$ cat config.mk
export PLATFORM = sky130hd
export DESIGN_NAME = zipaxi_debug
export DESIGN_NICKNAME = d
export VERILOG_FILES = /design/src/zip_dbg_pkg.sv /design/src/dbg_req_if.sv /design/src/skid_buffer.sv /design/src/dbg_write_path.sv /design/src/dbg_read_path.sv /design/src/cpu_control.sv /design/src/zipaxi_debug.sv
export SDC_FILE = /design/constraint.sdc
export NUM_CORES = 1
export LEC_CHECK = 0
export CAP_MARGIN = 20
export CORE_MARGIN = 10
export CORE_UTILIZATION = 62
export DETAILED_ROUTE_END_ITERATION = 10
export DONT_BUFFER_PORTS = 1
export GPL_TIMING_DRIVEN = 0
export PLACE_DENSITY_LB_ADDON = 0.08
export SYNTH_ARGS = -nofsm -noshare
export SYNTH_HDL_FRONTEND = slang
export SYNTH_SLANG_ARGS = --single-unit
$ cat constraint.sdc
create_clock -name S_AXI_ACLK -period 4.1 [get_ports S_AXI_ACLK]
set_input_delay 1.23 -clock S_AXI_ACLK [delete_from_list [all_inputs] [get_ports S_AXI_ACLK]]
set_output_delay 1.23 -clock S_AXI_ACLK [all_outputs]
set_load 0.005 [all_outputs]
$ cat src/zip_dbg_pkg.sv
/*
 * Shared definitions for the AXI-lite debug port of the CPU wrapper.
 * Holds bus widths, the word address decode, the command and status bit
 * positions, the reset hold length and the debug write word union.
 * Modules import it by wildcard in their body.
 */
`default_nettype none

package zip_dbg_pkg;

	// Debug bus geometry
	localparam int DBG_ADDR_W  = 8;
	localparam int DBG_DATA_W  = 32;
	localparam int DBG_STRB_W  = DBG_DATA_W / 8;
	localparam int DBG_LSB     = 2;
	localparam int DBG_WADDR_W = DBG_ADDR_W - DBG_LSB;

	// Word address decode
	localparam int CTL_SEL_BIT = 5;
	localparam int REG_IDX_W   = 5;
	localparam int CC_W        = 3;

	// Command word bits
	localparam int RESET_BIT       = 6;
	localparam int STEP_BIT        = 8;
	localparam int HALT_BIT        = 10;
	localparam int CLEAR_CACHE_BIT = 11;

	// Status word bits
	localparam int ST_RESET_BIT  = 6;
	localparam int ST_IRQ_BIT    = 7;
	localparam int ST_RUN_BIT    = 9;
	localparam int ST_HALT_BIT   = 10;
	localparam int ST_CC_LSB     = 12;
	localparam int ST_BREAK_BIT  = 15;
	localparam int ST_IRQ_HI_BIT = 16;

	// Power-up reset hold and halt-on-start policy
	localparam int RESET_DURATION = 10;
	localparam int RST_CNT_W      = $clog2(RESET_DURATION + 1);
	localparam logic START_HALTED = 1'b0;

	// Debug write word, seen as register data or as a command
	typedef union packed {
		logic [DBG_DATA_W-1:0] data;
		struct packed {
			logic [DBG_DATA_W-CLEAR_CACHE_BIT-2:0] pad_hi;
			logic clear_cache;
			logic halt;
			logic rsvd_9;
			logic step;
			logic rsvd_7;
			logic reset;
			logic [RESET_BIT-1:0] pad_lo;
		} cmd;
	} dbg_word_u;

endpackage

`default_nettype wire

$ cat src/dbg_req_if.sv
/*
 * Accepted debug writes, passed from the AXI-lite write path to the
 * CPU control block. The write path drives, the control block listens.
 */
`default_nettype none

interface dbg_req_if;
	import zip_dbg_pkg::*;

	logic write_accept;
	logic cmd_write;
	logic reg_write;
	logic [DBG_STRB_W-1:0] strb;
	dbg_word_u word;
	// Core register write still outstanding
	logic reg_busy;

	modport wr (output write_accept, cmd_write, reg_write, strb, word, reg_busy);
	modport ctl (input write_accept, cmd_write, reg_write, strb, word, reg_busy);

endinterface

`default_nettype wire

$ cat src/skid_buffer.sv
/*
 * One-deep valid/ready skid buffer.
 * Passes data straight through while empty and parks one item when the
 * downstream side stalls, so the upstream ready comes from a flop.
 */
`default_nettype none

module skid_buffer #(
	parameter int DW = 8
) (
	input  wire logic          S_AXI_ACLK,
	input  wire logic          S_AXI_ARESETN,
	input  wire logic          i_valid,
	output logic               o_ready,
	input  wire logic [DW-1:0] i_data,
	output logic               o_valid,
	input  wire logic          i_ready,
	output logic [DW-1:0]      o_data
);

	logic          r_valid;
	logic [DW-1:0] r_data;

	// Park an item when it arrives and the far side stalls
	always_ff @(posedge S_AXI_ACLK)
	begin
		if (!S_AXI_ARESETN)
			r_valid <= 1'b0;
		else if (i_valid && o_ready && !i_ready)
			r_valid <= 1'b1;
		else if (i_ready)
			r_valid <= 1'b0;
	end

	// Only load while empty
	always_ff @(posedge S_AXI_ACLK)
	begin
		if (o_ready)
			r_data <= i_data;
	end

	assign o_ready = !r_valid;
	assign o_valid = i_valid || r_valid;
	assign o_data  = r_valid ? r_data : i_data;

	// A stalled item stays put until taken
	a_hold_stable: assert property (@(posedge S_AXI_ACLK) disable iff (!S_AXI_ARESETN)
		(o_valid && !i_ready) |=> (o_valid && $stable(o_data)));

endmodule

`default_nettype wire

$ cat src/dbg_write_path.sv
/*
 * AXI-lite debug write channel.
 * Joins AW and W, splits control writes from CPU register writes, issues
 * register writes to the core debug port and returns the B response.
 */
`default_nettype none

module dbg_write_path (
	input  wire logic                             S_AXI_ACLK,
	input  wire logic                             S_AXI_ARESETN,
	input  wire logic                             i_awvalid,
	output logic                                  o_awready,
	input  wire logic [zip_dbg_pkg::DBG_ADDR_W-1:0] i_awaddr,
	input  wire logic                             i_wvalid,
	output logic                                  o_wready,
	input  wire logic [zip_dbg_pkg::DBG_DATA_W-1:0] i_wdata,
	input  wire logic [zip_dbg_pkg::DBG_STRB_W-1:0] i_wstrb,
	output logic                                  o_bvalid,
	input  wire logic                             i_bready,
	input  wire logic                             i_core_stall,
	output logic                                  o_core_we,
	output logic [zip_dbg_pkg::REG_IDX_W-1:0]     o_core_wreg,
	output logic [zip_dbg_pkg::DBG_DATA_W-1:0]    o_core_wdata,
	dbg_req_if.wr                                 req
);
	import zip_dbg_pkg::*;

	logic                   aw_valid, w_valid, accept, write_stall, ctl_sel;
	logic [DBG_WADDR_W-1:0] aw_addr;
	logic [DBG_DATA_W-1:0]  w_data;
	logic [DBG_STRB_W-1:0]  w_strb;

	//////////////////////////////
	// Channel buffers
	//////////////////////////////

	// Byte offset dropped, word address only
	skid_buffer #(.DW(DBG_WADDR_W)) u_aw_skid (
		.S_AXI_ACLK(S_AXI_ACLK), .S_AXI_ARESETN(S_AXI_ARESETN),
		.i_valid(i_awvalid), .o_ready(o_awready),
		.i_data(i_awaddr[DBG_ADDR_W-1:DBG_LSB]),
		.o_valid(aw_valid), .i_ready(accept), .o_data(aw_addr)
	);

	skid_buffer #(.DW(DBG_DATA_W + DBG_STRB_W)) u_w_skid (
		.S_AXI_ACLK(S_AXI_ACLK), .S_AXI_ARESETN(S_AXI_ARESETN),
		.i_valid(i_wvalid), .o_ready(o_wready),
		.i_data({i_wdata, i_wstrb}),
		.o_valid(w_valid), .i_ready(accept), .o_data({w_data, w_strb})
	);

	//////////////////////////////
	// Join and issue
	//////////////////////////////

	assign ctl_sel     = aw_addr[CTL_SEL_BIT];
	// Core has not yet taken the last register write
	assign write_stall = o_core_we && i_core_stall;

	assign accept = aw_valid && w_valid
		&& ((w_strb == '0) || ctl_sel || !write_stall)
		&& (!o_bvalid || i_bready);

	always_ff @(posedge S_AXI_ACLK)
	begin
		if (!S_AXI_ARESETN)
			o_core_we <= 1'b0;
		else if (!write_stall)
			o_core_we <= accept && (|w_strb) && !ctl_sel;
	end

	// Index and data hold with the write strobe
	always_ff @(posedge S_AXI_ACLK)
	begin
		if (!write_stall)
		begin
			o_core_wreg  <= aw_addr[REG_IDX_W-1:0];
			o_core_wdata <= w_data;
		end
	end

	// B response, always OKAY
	always_ff @(posedge S_AXI_ACLK)
	begin
		if (!S_AXI_ARESETN)
			o_bvalid <= 1'b0;
		else if (accept)
			o_bvalid <= 1'b1;
		else if (i_bready)
			o_bvalid <= 1'b0;
	end

	// To the control block
	assign req.write_accept = accept;
	assign req.cmd_write    = accept && ctl_sel;
	assign req.reg_write    = accept && !ctl_sel && (|w_strb);
	assign req.strb         = w_strb;
	assign req.word         = dbg_word_u'(w_data);
	assign req.reg_busy     = o_core_we;

	a_we_hold: assert property (@(posedge S_AXI_ACLK) disable iff (!S_AXI_ARESETN)
		(o_core_we && i_core_stall) |=>
			(o_core_we && $stable(o_core_wreg) && $stable(o_core_wdata)));

endmodule

`default_nettype wire

$ cat src/dbg_read_path.sv
/*
 * AXI-lite debug read channel.
 * The control address returns the status word one cycle after the
 * request. A CPU register address reads the core and answers a cycle later.
 */
`default_nettype none

module dbg_read_path (
	input  wire logic                             S_AXI_ACLK,
	input  wire logic                             S_AXI_ARESETN,
	input  wire logic                             i_arvalid,
	output logic                                  o_arready,
	input  wire logic [zip_dbg_pkg::DBG_ADDR_W-1:0] i_araddr,
	output logic                                  o_rvalid,
	input  wire logic                             i_rready,
	output logic [zip_dbg_pkg::DBG_DATA_W-1:0]    o_rdata,
	output logic [zip_dbg_pkg::REG_IDX_W-1:0]     o_core_rreg,
	input  wire logic [zip_dbg_pkg::DBG_DATA_W-1:0] i_core_rdata,
	input  wire logic [zip_dbg_pkg::DBG_DATA_W-1:0] i_status
);
	import zip_dbg_pkg::*;

	logic                   ar_valid, read_accept, rd_pending;
	logic [DBG_WADDR_W-1:0] ar_addr;
	logic [DBG_DATA_W-1:0]  rd_data_q;

	skid_buffer #(.DW(DBG_WADDR_W)) u_ar_skid (
		.S_AXI_ACLK(S_AXI_ACLK), .S_AXI_ARESETN(S_AXI_ARESETN),
		.i_valid(i_arvalid), .o_ready(o_arready),
		.i_data(i_araddr[DBG_ADDR_W-1:DBG_LSB]),
		.o_valid(ar_valid), .i_ready(read_accept), .o_data(ar_addr)
	);

	// One read in flight, and R must be free or leaving
	assign read_accept = ar_valid && !rd_pending && (!o_rvalid || i_rready);
	assign o_core_rreg = ar_addr[REG_IDX_W-1:0];

	// Register read waiting one more cycle
	always_ff @(posedge S_AXI_ACLK)
	begin
		if (!S_AXI_ARESETN)
			rd_pending <= 1'b0;
		else
			rd_pending <= read_accept && !ar_addr[CTL_SEL_BIT];
	end

	// Core data sampled while the index is still on the port
	always_ff @(posedge S_AXI_ACLK)
	begin
		if (read_accept)
			rd_data_q <= i_core_rdata;
	end

	always_ff @(posedge S_AXI_ACLK)
	begin
		if (!S_AXI_ARESETN)
			o_rvalid <= 1'b0;
		else if (!o_rvalid || i_rready)
			o_rvalid <= (read_accept && ar_addr[CTL_SEL_BIT]) || rd_pending;
	end

	// R payload, held under back-pressure
	always_ff @(posedge S_AXI_ACLK)
	begin
		if (!o_rvalid || i_rready)
			o_rdata <= rd_pending ? rd_data_q : i_status;
	end

	a_one_in_flight: assert property (@(posedge S_AXI_ACLK) disable iff (!S_AXI_ARESETN)
		!(rd_pending && o_rvalid));

endmodule

`default_nettype wire

$ cat src/cpu_control.sv
/*
 * CPU reset, halt, step and clear-cache control.
 * Holds the core in reset after power-up, decodes debug command writes
 * and builds the status word returned on a control address read.
 */
`default_nettype none

module cpu_control (
	input  wire logic                          S_AXI_ACLK,
	input  wire logic                          S_AXI_ARESETN,
	input  wire logic                          i_cpu_reset,
	input  wire logic                          i_interrupt,
	input  wire logic                          i_core_break,
	input  wire logic                          i_core_stall,
	input  wire logic [zip_dbg_pkg::CC_W-1:0]  i_core_cc,
	dbg_req_if.ctl                             req,
	output logic                               o_core_reset,
	output logic                               o_core_halt,
	output logic                               o_core_clear_cache,
	output logic [zip_dbg_pkg::DBG_DATA_W-1:0] o_status
);
	import zip_dbg_pkg::*;

	logic [RST_CNT_W-1:0] rst_cnt;
	logic reset_hold, cmd_reset, cmd_halt, cmd_step, cmd_clear_cache;
	logic reset_req, halt_req, halt_clr_req, step_req, clear_req, write_stall;

	//////////////////////////////
	// Command decode
	//////////////////////////////

	// Each command bit counts only with its byte lane enabled
	assign reset_req    = req.cmd_write && req.strb[RESET_BIT/8] && req.word.cmd.reset;
	assign halt_req     = req.cmd_write && req.strb[HALT_BIT/8] && req.word.cmd.halt;
	assign halt_clr_req = req.cmd_write && req.strb[HALT_BIT/8] && !req.word.cmd.halt;
	assign step_req     = req.cmd_write && req.strb[STEP_BIT/8] && req.word.cmd.step;
	assign clear_req    = req.cmd_write && req.strb[CLEAR_CACHE_BIT/8]
		&& req.word.cmd.clear_cache;
	assign write_stall  = req.reg_busy && i_core_stall;

	//////////////////////////////
	// Reset hold
	//////////////////////////////

	always_ff @(posedge S_AXI_ACLK)
	begin
		if (!S_AXI_ARESETN || i_cpu_reset)
		begin
			rst_cnt    <= RST_CNT_W'(RESET_DURATION);
			reset_hold <= 1'b1;
		end
		else
		begin
			if (rst_cnt != '0)
				rst_cnt <= rst_cnt - 1'b1;
			// Drops on the same edge the count reaches zero
			reset_hold <= (rst_cnt > 1);
		end
	end

	always_ff @(posedge S_AXI_ACLK)
	begin
		if (!S_AXI_ARESETN || i_cpu_reset || reset_hold)
			cmd_reset <= 1'b1;
		else if (i_core_break && !START_HALTED)
			cmd_reset <= 1'b1;
		else
			cmd_reset <= reset_req;
	end

	//////////////////////////////
	// Halt, step, clear cache
	//////////////////////////////

	always_ff @(posedge S_AXI_ACLK)
	begin
		if (!S_AXI_ARESETN)
			cmd_halt <= START_HALTED;
		else if (i_cpu_reset && !req.write_accept && !write_stall)
			cmd_halt <= START_HALTED;
		else if (cmd_reset && START_HALTED)
			cmd_halt <= START_HALTED;
		else
		begin
			// Release only once no register write is pending
			if (!req.reg_busy && !i_core_stall && (halt_clr_req || step_req))
				cmd_halt <= 1'b0;
			// Exceptions halt when starting halted, else they reset
			if (i_core_break && START_HALTED)
				cmd_halt <= 1'b1;
			if (halt_req && !req.word.cmd.step)
				cmd_halt <= 1'b1;
			// Registers change only in a halted core
			if (req.reg_write)
				cmd_halt <= 1'b1;
			if (cmd_step || cmd_clear_cache || clear_req)
				cmd_halt <= 1'b1;
		end
	end

	always_ff @(posedge S_AXI_ACLK)
	begin
		if (!S_AXI_ARESETN || cmd_reset)
			cmd_clear_cache <= 1'b0;
		else if (clear_req && halt_req)
			cmd_clear_cache <= 1'b1;
		else if (cmd_halt && !i_core_stall)
			cmd_clear_cache <= 1'b0;
	end

	// One instruction, then back to halt
	always_ff @(posedge S_AXI_ACLK)
	begin
		if (!S_AXI_ARESETN || i_cpu_reset)
			cmd_step <= 1'b0;
		else if (step_req)
			cmd_step <= 1'b1;
		else if (!i_core_stall)
			cmd_step <= 1'b0;
	end

	// Status word, unused bits read zero
	always_comb
	begin
		o_status = '0;
		o_status[ST_RESET_BIT] = cmd_reset;
		o_status[ST_IRQ_BIT] = i_interrupt;
		o_status[ST_RUN_BIT] = !i_core_stall;
		o_status[ST_HALT_BIT] = cmd_halt;
		o_status[ST_CC_LSB +: CC_W] = i_core_cc;
		o_status[ST_BREAK_BIT] = i_core_break;
		o_status[ST_IRQ_HI_BIT] = i_interrupt;
	end

	assign o_core_reset       = cmd_reset;
	assign o_core_halt        = cmd_halt;
	assign o_core_clear_cache = cmd_clear_cache;

	a_hold_count: assert property (@(posedge S_AXI_ACLK) disable iff (!S_AXI_ARESETN)
		reset_hold == (rst_cnt != '0));

endmodule

`default_nettype wire

$ cat src/zipaxi_debug.sv
/*
 * Debug and control wrapper for the CPU core.
 * An AXI-lite slave on one side, the core debug port on the other.
 */
`default_nettype none

module zipaxi_debug (
	input  wire logic                             S_AXI_ACLK,
	input  wire logic                             S_AXI_ARESETN,
	input  wire logic                             i_interrupt,
	input  wire logic                             i_cpu_reset,
	// AXI-lite debug slave
	input  wire logic                             i_awvalid,
	output logic                                  o_awready,
	input  wire logic [zip_dbg_pkg::DBG_ADDR_W-1:0] i_awaddr,
	input  wire logic                             i_wvalid,
	output logic                                  o_wready,
	input  wire logic [zip_dbg_pkg::DBG_DATA_W-1:0] i_wdata,
	input  wire logic [zip_dbg_pkg::DBG_STRB_W-1:0] i_wstrb,
	output logic                                  o_bvalid,
	input  wire logic                             i_bready,
	input  wire logic                             i_arvalid,
	output logic                                  o_arready,
	input  wire logic [zip_dbg_pkg::DBG_ADDR_W-1:0] i_araddr,
	output logic                                  o_rvalid,
	input  wire logic                             i_rready,
	output logic [zip_dbg_pkg::DBG_DATA_W-1:0]    o_rdata,
	// Core debug port
	output logic                                  o_core_we,
	output logic [zip_dbg_pkg::REG_IDX_W-1:0]     o_core_wreg,
	output logic [zip_dbg_pkg::DBG_DATA_W-1:0]    o_core_wdata,
	output logic [zip_dbg_pkg::REG_IDX_W-1:0]     o_core_rreg,
	output logic                                  o_core_halt,
	output logic                                  o_core_reset,
	output logic                                  o_core_clear_cache,
	input  wire logic [zip_dbg_pkg::DBG_DATA_W-1:0] i_core_rdata,
	input  wire logic                             i_core_stall,
	input  wire logic                             i_core_break,
	input  wire logic [zip_dbg_pkg::CC_W-1:0]     i_core_cc
);
	import zip_dbg_pkg::*;

	logic [DBG_DATA_W-1:0] status;

	dbg_req_if req ();

	dbg_write_path u_wr (
		.S_AXI_ACLK, .S_AXI_ARESETN,
		.i_awvalid, .o_awready, .i_awaddr,
		.i_wvalid, .o_wready, .i_wdata, .i_wstrb,
		.o_bvalid, .i_bready,
		.i_core_stall, .o_core_we, .o_core_wreg, .o_core_wdata,
		.req(req.wr)
	);

	dbg_read_path u_rd (
		.S_AXI_ACLK, .S_AXI_ARESETN,
		.i_arvalid, .o_arready, .i_araddr,
		.o_rvalid, .i_rready, .o_rdata,
		.o_core_rreg, .i_core_rdata,
		.i_status(status)
	);

	cpu_control u_ctl (
		.S_AXI_ACLK, .S_AXI_ARESETN,
		.i_cpu_reset, .i_interrupt, .i_core_break, .i_core_stall, .i_core_cc,
		.req(req.ctl),
		.o_core_reset, .o_core_halt, .o_core_clear_cache,
		.o_status(status)
	);

endmodule

`default_nettype wire

After elaboration in Yosys (flattened, before gate mapping)
Index checks and enable logic that the tools add are counted.
Widths: inputs -> output; s select.

storage, ports and cells
  output and inout bits = 83
  word-level logic and storage cells = 118
  flip-flop bits (word level) = 165
  input port bits = 98

cells by class
  $lt $le $gt $ge = 1
  muxes and demuxes = 19
  add/sub/neg operators = 1
  reduce and logical (&&, ||, !) cells = 74
  equality and inequality tests = 1
  bitwise logic cells = 1

operator list
  kind                 number
  $mux 36              1
  $logic_and 1x1->1    33
  $mux 17              1
  $logic_not 1->1      16
  $mux 1               15
  $logic_or 1x1->1     14
  $mux 6               2
  $reduce_bool 2->1    5
  $reduce_bool 4->1    2
  $gt 4x1->1 const B   1
  $logic_not 4->1      1
  $reduce_or 2->1      2
  $reduce_or 4->1      1
  $sub 4x1->4 const B  1
  $ne 2x1->1 const B   1
  $not 1->1            1

Longest topological paths before layout
  depth in word-level cells = 15
  depth in mapped cells = 6
  depth with buffers taken out = 6

By module
From an unflattened synthesis, not the netlist that was laid out.

second synthesis, totals
  cells, all modules = 357
  area total of the unflattened synthesis = 6,231.0 µm²

modules (own cells, without submodules)
  module                             cells an instance  area an instance (µm²)  times used  sequential area each (µm²)
  dbg_read_path                      109                2,548.7                 1           1,961.9
  skid_buffer at u_wr.u_w_skid       80                 1,275.0                 1           740.7
  dbg_write_path                     55                 1,270.0                 1           1,151.1
  cpu_control                        79                 656.9                   1           180.2
  skid_buffer at u_rd.u_ar_skid ...  17                 240.2                   2           140.1

Worst setup path before layout
Ideal clock, no wire load.

  path kind = input-to-reg
  start = in i_rready
  end = reg u_rd.rd_data_q[0], enable pin
  required time = 3.709 ns
  setup time = 0.391 ns
  stages = 3
  buffers on the path = 0
  arrival = 3.166 ns
  path slack = 0.543 ns
  cells stage by stage = nand2b_1 nor2b_1 o21a_1

on the way
  longest elaborated chain between the ends = 2

RTL lines
  item                  RTL line             text
  from (decl)           zipaxi_debug.sv:26   input wire logic i_rready,
  $logic_or 1x1->1      dbg_read_path.sv:35  assign read_accept = ar_valid && !rd_pending && (!o_rvalid || i_rready);
  $logic_and 1x1->1     dbg_read_path.sv:35
  net u_rd.read_accept  dbg_read_path.sv:23  logic ar_valid, read_accept, rd_pending;
  to (signal assigned)  dbg_read_path.sv:51  rd_data_q <= i_core_rdata;
  to (decl)             dbg_read_path.sv:25  logic [DBG_DATA_W-1:0] rd_data_q;

The timed path passes the listed nets, and every way through them passes these cells.
A chain may end at the register's enable or synchronous reset.

Final worst setup path
  start = in i_araddr[5] in the netlist's numbering
  end = out o_core_rreg[3] in the netlist's numbering

on the way
  longest elaborated chain between the ends = 1

RTL lines
  item         RTL line            text
  from (decl)  zipaxi_debug.sv:24  input wire logic [zip_dbg_pkg::DBG_ADDR_W-1:0] i_araddr,
  $mux 6       -
  to (decl)    zipaxi_debug.sv:32  output logic [zip_dbg_pkg::REG_IDX_W-1:0] o_core_rreg,

No other way between the ends.

==> metrics.txt <==
status=completed; post-synthesis simple-gate area fraction=6.800%; Peak supply drop=0.3779 mV; antenna violations before repair=0; clock share of power=39.9%; Ant. Diodes=0; root buf cell=clkbuf_8; Slew HR=46.38%; XOR/XNOR share of the synthesized area=0.1561%; routed len/inst=22.49 µm; largest net degree at the start of global routing=35; Hold Violations, Final=0; M2 GR Usage=25.04%; first-pass iteration count of the detailed router=4; clk slew on worst S/H paths=0.07 ns; Yosys warnings=0; Synth cell types=41; Post-synth ARST share=0%; Tmin final=2.859 ns; CP startpoint kind=primary input; clock buffer depth=2; max-cap violations=0; Area Overhead vs Synth=13.20%; EDFF count, synth=101; Hold Crit Class=reg2reg; # clock sinks=165; Reg power frac=55.2%; Critical Path Fanout Max=2; register bit count reported by yosys=165; CTS tree=yes; Final nets=454; first-pass GRT wire length=15.72 mm; fillcell total=543; Core Util, Final=72.49%; internal power=0.002850 W; IO Port Bufs=0; GRT busiest layer=met2; Final ANT Viol Nets=0; final wirelength=10.66 mm; switching part of the total=21.52%; via count=2668; Fin Clk Skew=0.01079 ns; Die ar.=13260 µm²; area of the multi-input gates=1191 µm²; CP Cell Sequence=mux2_2 > buf_4; gp weighted congestion=0.7649; CP Data Required Time=2.87 ns; leak pwr=2.369 nW; worst path bufs/invs=1; # H-tree levels=4; Worst-Skew Late Latency=0.50 ns; vias in the first global route=2687; Slowest cell on crit path=mux2_2; IO Pins=181; kind of critical path=in2out; DRC Markers=0; commonest cells after routing, fill and taps aside=edfxtp_1 (101), dfxtp_1 (64), mux2_2 (51); CP peak stage delay=0.26 ns; RSZ-0062 raised after global routing=false; Post-CTS Setup Bufs=0; core area=8763 µm²; Die W=115.1 µm; Combinational Power Share=4.9%; NetSw=0.0007814 W; setup TNS=0 ns; cts bufs inserted=17; routing usage on met3=8.385%; cts repair resizes=0; post-synthesis compound-gate area fraction=2.832%; final setup fails=0; CP arrival=1.63 ns; Vias/cell=5.629; CP endpoint kind=primary output; GRT Util Overall=15.86%; f_max=349.8 MHz; initial drt markers=113; Post-CTS Hold Buffers=0; Synth Cell Area=5612 µm²; met1 GRT Util=18.00%; multiplexer area fraction after synthesis=10.68%; Reg area=4314 µm²; Seq/Total Area, Yosys=76.88%; Synth Flop Type=edfxtp_1; total grt overflow=0; syn_nets=433; cell count after synthesis=332; share of cells above drive strength 1=27.32%; Post-Synth Adder-Cell Area=0.6689%; Pwr per Cell Area=571.7 nW/µm²; Die Y=115.1 µm; Synth Area per Inst=16.90 µm²; row count=34; fin crit share=69.72%; post-DP HPWL=7.810 mm; Initial Util=64.03%; Crit path max-delay family=multiplexers; main combinational cell family by area after synthesis=multiplexers; commonest non-fill, non-tap cell in the layout=edfxtp_1; Max Slew Vio Count=0; Worst Tran Pin Value=0.8043 ns
==> registers in the layout, indices dropped and copies added, names as in the netlist, 4 cells and up <==
signal	cells
u_wr.u_aw_skid.r_data	6
u_wr.u_w_skid.r_data	36
u_rd.o_rdata	32
u_rd.rd_data_q	32
u_wr.o_core_wdata	32
u_ctl.rst_cnt	4
u_wr.o_core_wreg	5
u_rd.u_ar_skid.r_data	6
==> metrics by stage <==
stage / std cells / hold WS (ns) / area, µm² / setup slack [ns] / total power (W)
detailed placement: 442 / 0.4147 / 5799 / 0.8208 / 0.002223
finish: 474 / 0.4356 / 6352 / 1.241 / 0.003631
floorplan: 332 / 0.4002 / 5612 / 0.5431 / 0.002149
global placement: 440 / 0.4072 / 5747 / -0.1100 / 0.002202
CTS: 474 / 0.4277 / 6352 / 1.199 / 0.003675
global route: 474 / 0.4783 / 6352 / 1.108 / 0.003771
==> final timing paths <==
kind                          startpoint                             to  slack (ns)  cells after the start
max                          i_araddr[5]                 o_core_rreg[3]        1.24                      2
min          u_ctl.reset_hold$_SDFF_PP1_  u_ctl.o_core_reset$_SDFF_PP1_        0.44                      2
max reg2reg   u_rd.o_rvalid$_SDFFE_PN0N_   u_rd.rd_data_q[25]$_DFFE_PP_        1.80                      4
min reg2reg  u_ctl.reset_hold$_SDFF_PP1_  u_ctl.o_core_reset$_SDFF_PP1_        0.44                      2
==> cell type report <==
| cell class | count | share of cell area, % |
|---|---|---|
| plain buffers | 15 | 1.398 |
| clock buffers | 20 | 6.854 |
| clock inverters | 12 | 1.851 |
| inverters | 6 | 0.3545 |
| multi-input cells | 146 | 18.75 |
| flip-flops and latches | 165 | 67.91 |
| well taps | 108 | 2.127 |
| repair buffers | 2 | 0.7485 |
==> power groups by stage <==
stage | logic, W | clock network (W) | registers, W
6_report | 0.000178 | 0.00145 | 0.00200
5_1_grt | 0.000198 | 0.00155 | 0.00202
4_1_cts | 0.000181 | 0.00149 | 0.00201
3_5_place_dp | 0.000180 | 0 | 0.00204
3_3_place_gp | 0.000163 | 0 | 0.00204
2_1_floorplan | 0.000140 | 0 | 0.00201
==> per-layer routing <==
layer  up-vias  wire length, µm  share of wire (%)
li1       1254                -                  -
met3         6             1083                 10
met5         -                0                  0
met2       120             5347                 50
met1      1288             4152                 39
met4         0               78               0.73
==> cells by family after synthesis <==
group / count (synthesis)
flip-flops: 165
AND/OR/NAND/NOR: 67
adder cells (fa/ha/maj): 3
buffers and inverters: 21
AO/OA/AOI/OAI: 22
XOR/XNOR: 1
multiplexers: 53
==> Yosys cell counts, drive strengths merged, types with 2 or more instances <==
cell type | instances | area, µm²
a21boi | 2 | 15.01
a31oi | 2 | 12.51
and2 | 23 | 143.9
buf | 11 | 73.82
clkbuf | 4 | 15.01
dfxtp | 64 | 1281
edfxtp | 101 | 3033
ha | 3 | 37.54
inv | 6 | 22.52
mux2 | 52 | 589.3
nand2 | 11 | 41.29
nand2b | 8 | 50.05
nor2 | 8 | 30.03
nor2b | 2 | 12.51
nor3 | 4 | 20.02
nor3b | 3 | 22.52
o21a | 2 | 15.01
o21ai | 6 | 30.03
Note: power is estimated with default switching activity, not from simulation.
